**config.mk**
```make
export PLATFORM = sky130hd
export DESIGN_NAME = regFile
export DESIGN_NICKNAME = d
export VERILOG_FILES = /design/src/source/cpuPkg.sv /design/src/source/regFile.sv
export SDC_FILE = /design/constraint.sdc
export NUM_CORES = 2
export LEC_CHECK = 0
export BUFFER_PORTS_ARGS = -buffer_cell sky130_fd_sc_hd__buf_2
export CAP_MARGIN = 20
export CORE_UTILIZATION = 45
export DETAILED_ROUTE_END_ITERATION = 10
export GPL_ROUTABILITY_DRIVEN = 0
export SETUP_SLACK_MARGIN = 0.5
export SYNTH_ARGS = -nofsm -noshare
export SYNTH_HDL_FRONTEND = slang
export SYNTH_SLANG_ARGS = --single-unit
export TNS_END_PERCENT = 50
```
**constraint.sdc**
```tcl
create_clock -name clock -period 3.15 [get_ports clock]
set_input_delay 0.1575 -clock clock [delete_from_list [all_inputs] [get_ports clock]]
set_output_delay 0.1575 -clock clock [all_outputs]
set_load 0.01 [all_outputs]
```
**src/source/cpuPkg.sv**
```systemverilog
/*
 * cpuPkg
 * Word types, instruction field layout, opcode and ALU-op encodings
 * and the pipeline latch structs shared by the five-stage core
 */
package cpuPkg;

    typedef logic [31:0] wordT;      // Data word or word address
    typedef logic [4:0]  regAddrT;   // Register number
    typedef logic [4:0]  opcodeT;
    typedef logic [4:0]  aluOpT;

    // Instruction field positions
    localparam int opcodeHi = 31;
    localparam int opcodeLo = 27;
    localparam int rdHi     = 26;
    localparam int rdLo     = 22;
    localparam int rsHi     = 21;
    localparam int rsLo     = 17;
    localparam int rtHi     = 16;
    localparam int rtLo     = 12;
    localparam int shamtHi  = 11;
    localparam int shamtLo  = 7;
    localparam int aluOpHi  = 6;
    localparam int aluOpLo  = 2;
    localparam int immHi    = 16;    // Immediate is [16:0], sign extended
    localparam int targetHi = 26;    // Jump target is [26:0]

    // Opcodes
    localparam opcodeT opRtype = 5'b00000;
    localparam opcodeT opJump  = 5'b00001;
    localparam opcodeT opBne   = 5'b00010;
    localparam opcodeT opAddi  = 5'b00101;
    localparam opcodeT opSw    = 5'b00111;
    localparam opcodeT opLw    = 5'b01000;

    // R-type ALU operations
    localparam aluOpT aluAdd = 5'b00000;
    localparam aluOpT aluSub = 5'b00001;
    localparam aluOpT aluAnd = 5'b00010;
    localparam aluOpT aluOr  = 5'b00011;
    localparam aluOpT aluSll = 5'b00100;
    localparam aluOpT aluSra = 5'b00101;
    localparam aluOpT aluMul = 5'b00110;
    localparam aluOpT aluDiv = 5'b00111;

    localparam int   memDepthLog = 8;    // 256 words per memory
    localparam wordT nopInstr    = '0;   // add r0, r0, r0

    // Pipeline latches
    typedef struct packed {
        wordT pc;
        wordT instr;
    } fdLatchT;

    typedef struct packed {
        wordT pc;
        wordT instr;
        wordT operandA;
        wordT operandB;
    } dxLatchT;

    typedef struct packed {
        wordT instr;
        wordT result;       // ALU result or memory address
        wordT storeData;
    } xmLatchT;

    typedef struct packed {
        wordT instr;
        wordT result;
        wordT loadData;
    } mwLatchT;

endpackage

```
**src/source/regFile.sv**
```systemverilog
/*
 * regFile
 * 32-entry register file with two combinational read ports and one
 * write port. r0 reads as zero, same-cycle writes are forwarded
 */
`timescale 1ns/1ps

module regFile import cpuPkg::*; (
    input  logic    clock,
    input  logic    reset,
    input  regAddrT readRegA,
    input  regAddrT readRegB,
    output wordT    readDataA,
    output wordT    readDataB,
    input  logic    writeEnable,
    input  regAddrT writeReg,
    input  wordT    writeData
);

    wordT regs [1:31];      // No storage for r0

    always_ff @(posedge clock) begin
        if (reset) begin
            for (int i = 1; i < 32; i++) begin
                regs[i] <= '0;
            end
        end else if (writeEnable && writeReg != '0) begin
            regs[writeReg] <= writeData;    // r0 writes dropped
        end
    end

    // Write-through so decode sees writeback in the same cycle
    assign readDataA = (readRegA == '0) ? '0 :
                       (writeEnable && writeReg == readRegA) ? writeData : regs[readRegA];
    assign readDataB = (readRegB == '0) ? '0 :
                       (writeEnable && writeReg == readRegB) ? writeData : regs[readRegB];

endmodule

```
==> metrics <==
status complete, no violations; pwr dens between 500 and 600 mW/mm2; asr flop ratio synth 0%; final core occ 52.30%; met1 GRT Util between 40% and 50%; Worst setup SP type flop; Clock Power Share 36.5%; maximum number of pins on one net before global-route repair 64; Synth area leaders edfxtp_1 (56%), mux4_2 (15%), and2_1 (11%); final setup vio count 0; Rel. slew slack about 23%; top post-synthesis cells by count edfxtp_1 (1024), and2_1 (994), mux4_2 (375); multi-input logic area 0.02369 mm2; placed cells about 5400; Synth Area in Adders 0%; die width roughly 350 um; area of the core approximately 0.12 mm2; Largest regs regs x1024; fillers 9849; sequential standard cell area just over 0.03 mm2; Switching Share between 20% and 30%; post-synth top area share 55.85%; Ys Warns 0; Worst-path clk slew 0.06 ns; maxcap violations 0; largest family of logic cells by synthesized area multiplexers; num ports ~110; clk sink count 1024; Syn Inst Count 3801; GRT Total Usage a little under a third; Fmax 356.0 MHz; routed via count ~36000; Post-Synth Simple-Gate Area about 13%; Peak VDD IR around 580 uV; DIE HEIGHT about 350 um; Setup TNS 0 ns; clock root buffer clkbuf_16; Crit Path Category reg -> out; Netlist cell types 52; GR Overflow Total 0; Crit. End Element output port; post-route clock period utilization about nine tenths; Slew @ Worst Pin between 1 and 1.5 ns; Final Hold Fails 0; DRC Markers 0; M2 GR Usage around half; Largest Register regs; Final Non-Filler Cells between 5000 and 6000; crit path time final 2.809 ns; share of cells above drive strength 1 between 20 and 30%; number of antenna-violating nets in the routed design 0; synthesized-area fraction occupied by ao, oa, aoi and oai cells between 6 and 7%; Starting Density between 40 and 50%; hold path cells 1; mux contribution to synthesized area between 20% and 30%; Layout Nets 3939; Routed WL per cell roughly 35 um; CTS tree yes; Net Switching 8.722 mW; Syn Area/Cell ~14 um2; vias in the first global route 35150; Initial DRC Count between 4000 and 5000; count leader, synth edfxtp_1; Worst Path Arrival approximately 2.7 ns; IO buf count 113; largest area contributor in the netlist edfxtp_1; xor/xnor cell area share of the yosys netlist 0.1591%; P&R area growth vs syn 14.57%; Max Slew Vio Count 0; internal power 24.18 mW; max reg flops between 1000 and 1500; number of cell rows about 130; Req. time, crit path around 3.0 ns; logic gate share of total power 14.4%; P_leak ~22 nW; DR pass1 iterations 5; Reg power frac between 40% and 50%; DR vias/cell ~6.5; register area share after synthesis 55.85%; Crit Path Max Fanout 2; RSZ-0062 raised after global routing true; first-pass GRT wire length between 200 and 300 mm; synthesis-stage register bit count around 1000; GR peak layer met2; Hold Startpoint writeData[20]; hpwl dp 123.0 mm; DIE AREA about 0.12 mm2; initial antenna violation count 13; min-delay worst type in -> reg; Num CTS Buffers 110; Main synth FF type edfxtp_1; met3 usage approximately 6.5%; Post-synth EDFFs a little over 1000; clock buffer depth 3; Total Wirelength between 150 and 200 mm; Hold Path Sink regs[0][20]; H-Tree Depth 3; Syn Std Cell Area 0.05505 mm2
-- critical path, cell delays in order (launching register included) --
cell and delay [ns]:
edfxtp_1 0.39, mux4_2 0.49, a22oi_2 0.38, a21oi_2 0.09
a221o_2 0.41, buf_6 0.16
-- power groups by stage --
stage | clock network, mW | logic, mW | registers, mW
after floorplan | 0 | 2.53 | 16.2
after global placement | 0 | 4.30 | 16.4
after detailed placement | 0 | 4.31 | 16.4
after CTS | 12.1 | 4.51 | 16.1
after global routing | 12.6 | 4.87 | 16.2
final | 12.0 | 4.74 | 16.1
-- per-stage QoR --
stage	cell area (um2)	power, mW	hold slack (ns)	worst slack (ns)
after floorplan	55170	18.77	0.2564	1.230
after global placement	58440	20.67	0.6841	0.1975
after detailed placement	58480	20.71	0.6901	0.1799
after CTS	62470	32.74	0.005134	0.3740
after global routing	63070	33.65	0.01846	0.3251
final	63080	32.90	0.05614	0.3413
-- layer usage --
layer	share of wire [%]	wire, um	up-vias
met2	47	91790	2092
li1	-	-	14780
met1	39	75580	18890
met5	0.029	57	-
met4	4.9	9625	10
met3	9.2	17980	411
-- layout by cell type, fill, tap and decap left out, types with 54 or more instances in the layout --
master	count
and2_1	993
nand2_1	59
a22oi_1	75
edfxtp_1	1024
buf_4	171
buf_2	80
mux4_2	375
buf_12	54
mux2i_1	307
clkbuf_16	114
-- timing repair --
action                                 CTS  global route
buffers inserted                         2             4
setup endpoints to repair               58            61
cloned                                   0             1
hold buffers                            20             0
endpoints found under the hold margin   46             0
gates resized for setup                113           121
pin swaps                               39            52
-- cell families after synthesis --
kind of cell    after synthesis
buf+inv                     414
flops                      1024
other cells                   1
simple gates               1184
xor+xnor                     10
compound gates              457
mux                         711
-- final cells by class --
class,instances,share of cell area (%)
diodes,4,0.01587
clock buffers,140,4.644
clock inverters,60,0.4384
inverters,2,0.01190
multi-input cells,2394,37.56
flip-flops and latches,1024,48.75
well taps,1612,3.198
repair buffers,357,5.383
-- worst max path at each step --
| stage | start | end | slack, ns | depth (start not counted) |
|---|---|---|---|---|
| 2_1_floorplan | writeReg[3] | regs[6][0] | 1.23 | 4 |
| 3_3_place_gp | readRegA[0] | readDataA[23] | 0.20 | 7 |
| 3_5_place_dp | readRegA[0] | readDataA[23] | 0.18 | 7 |
| 4_1_cts | regs[31][14] | readDataA[14] | 0.37 | 5 |
| 5_1_grt | regs[31][9] | readDataA[9] | 0.33 | 5 |
| 6_report | regs[31][9] | readDataA[9] | 0.34 | 5 |
Note: power is estimated with default switching activity, not from simulation.
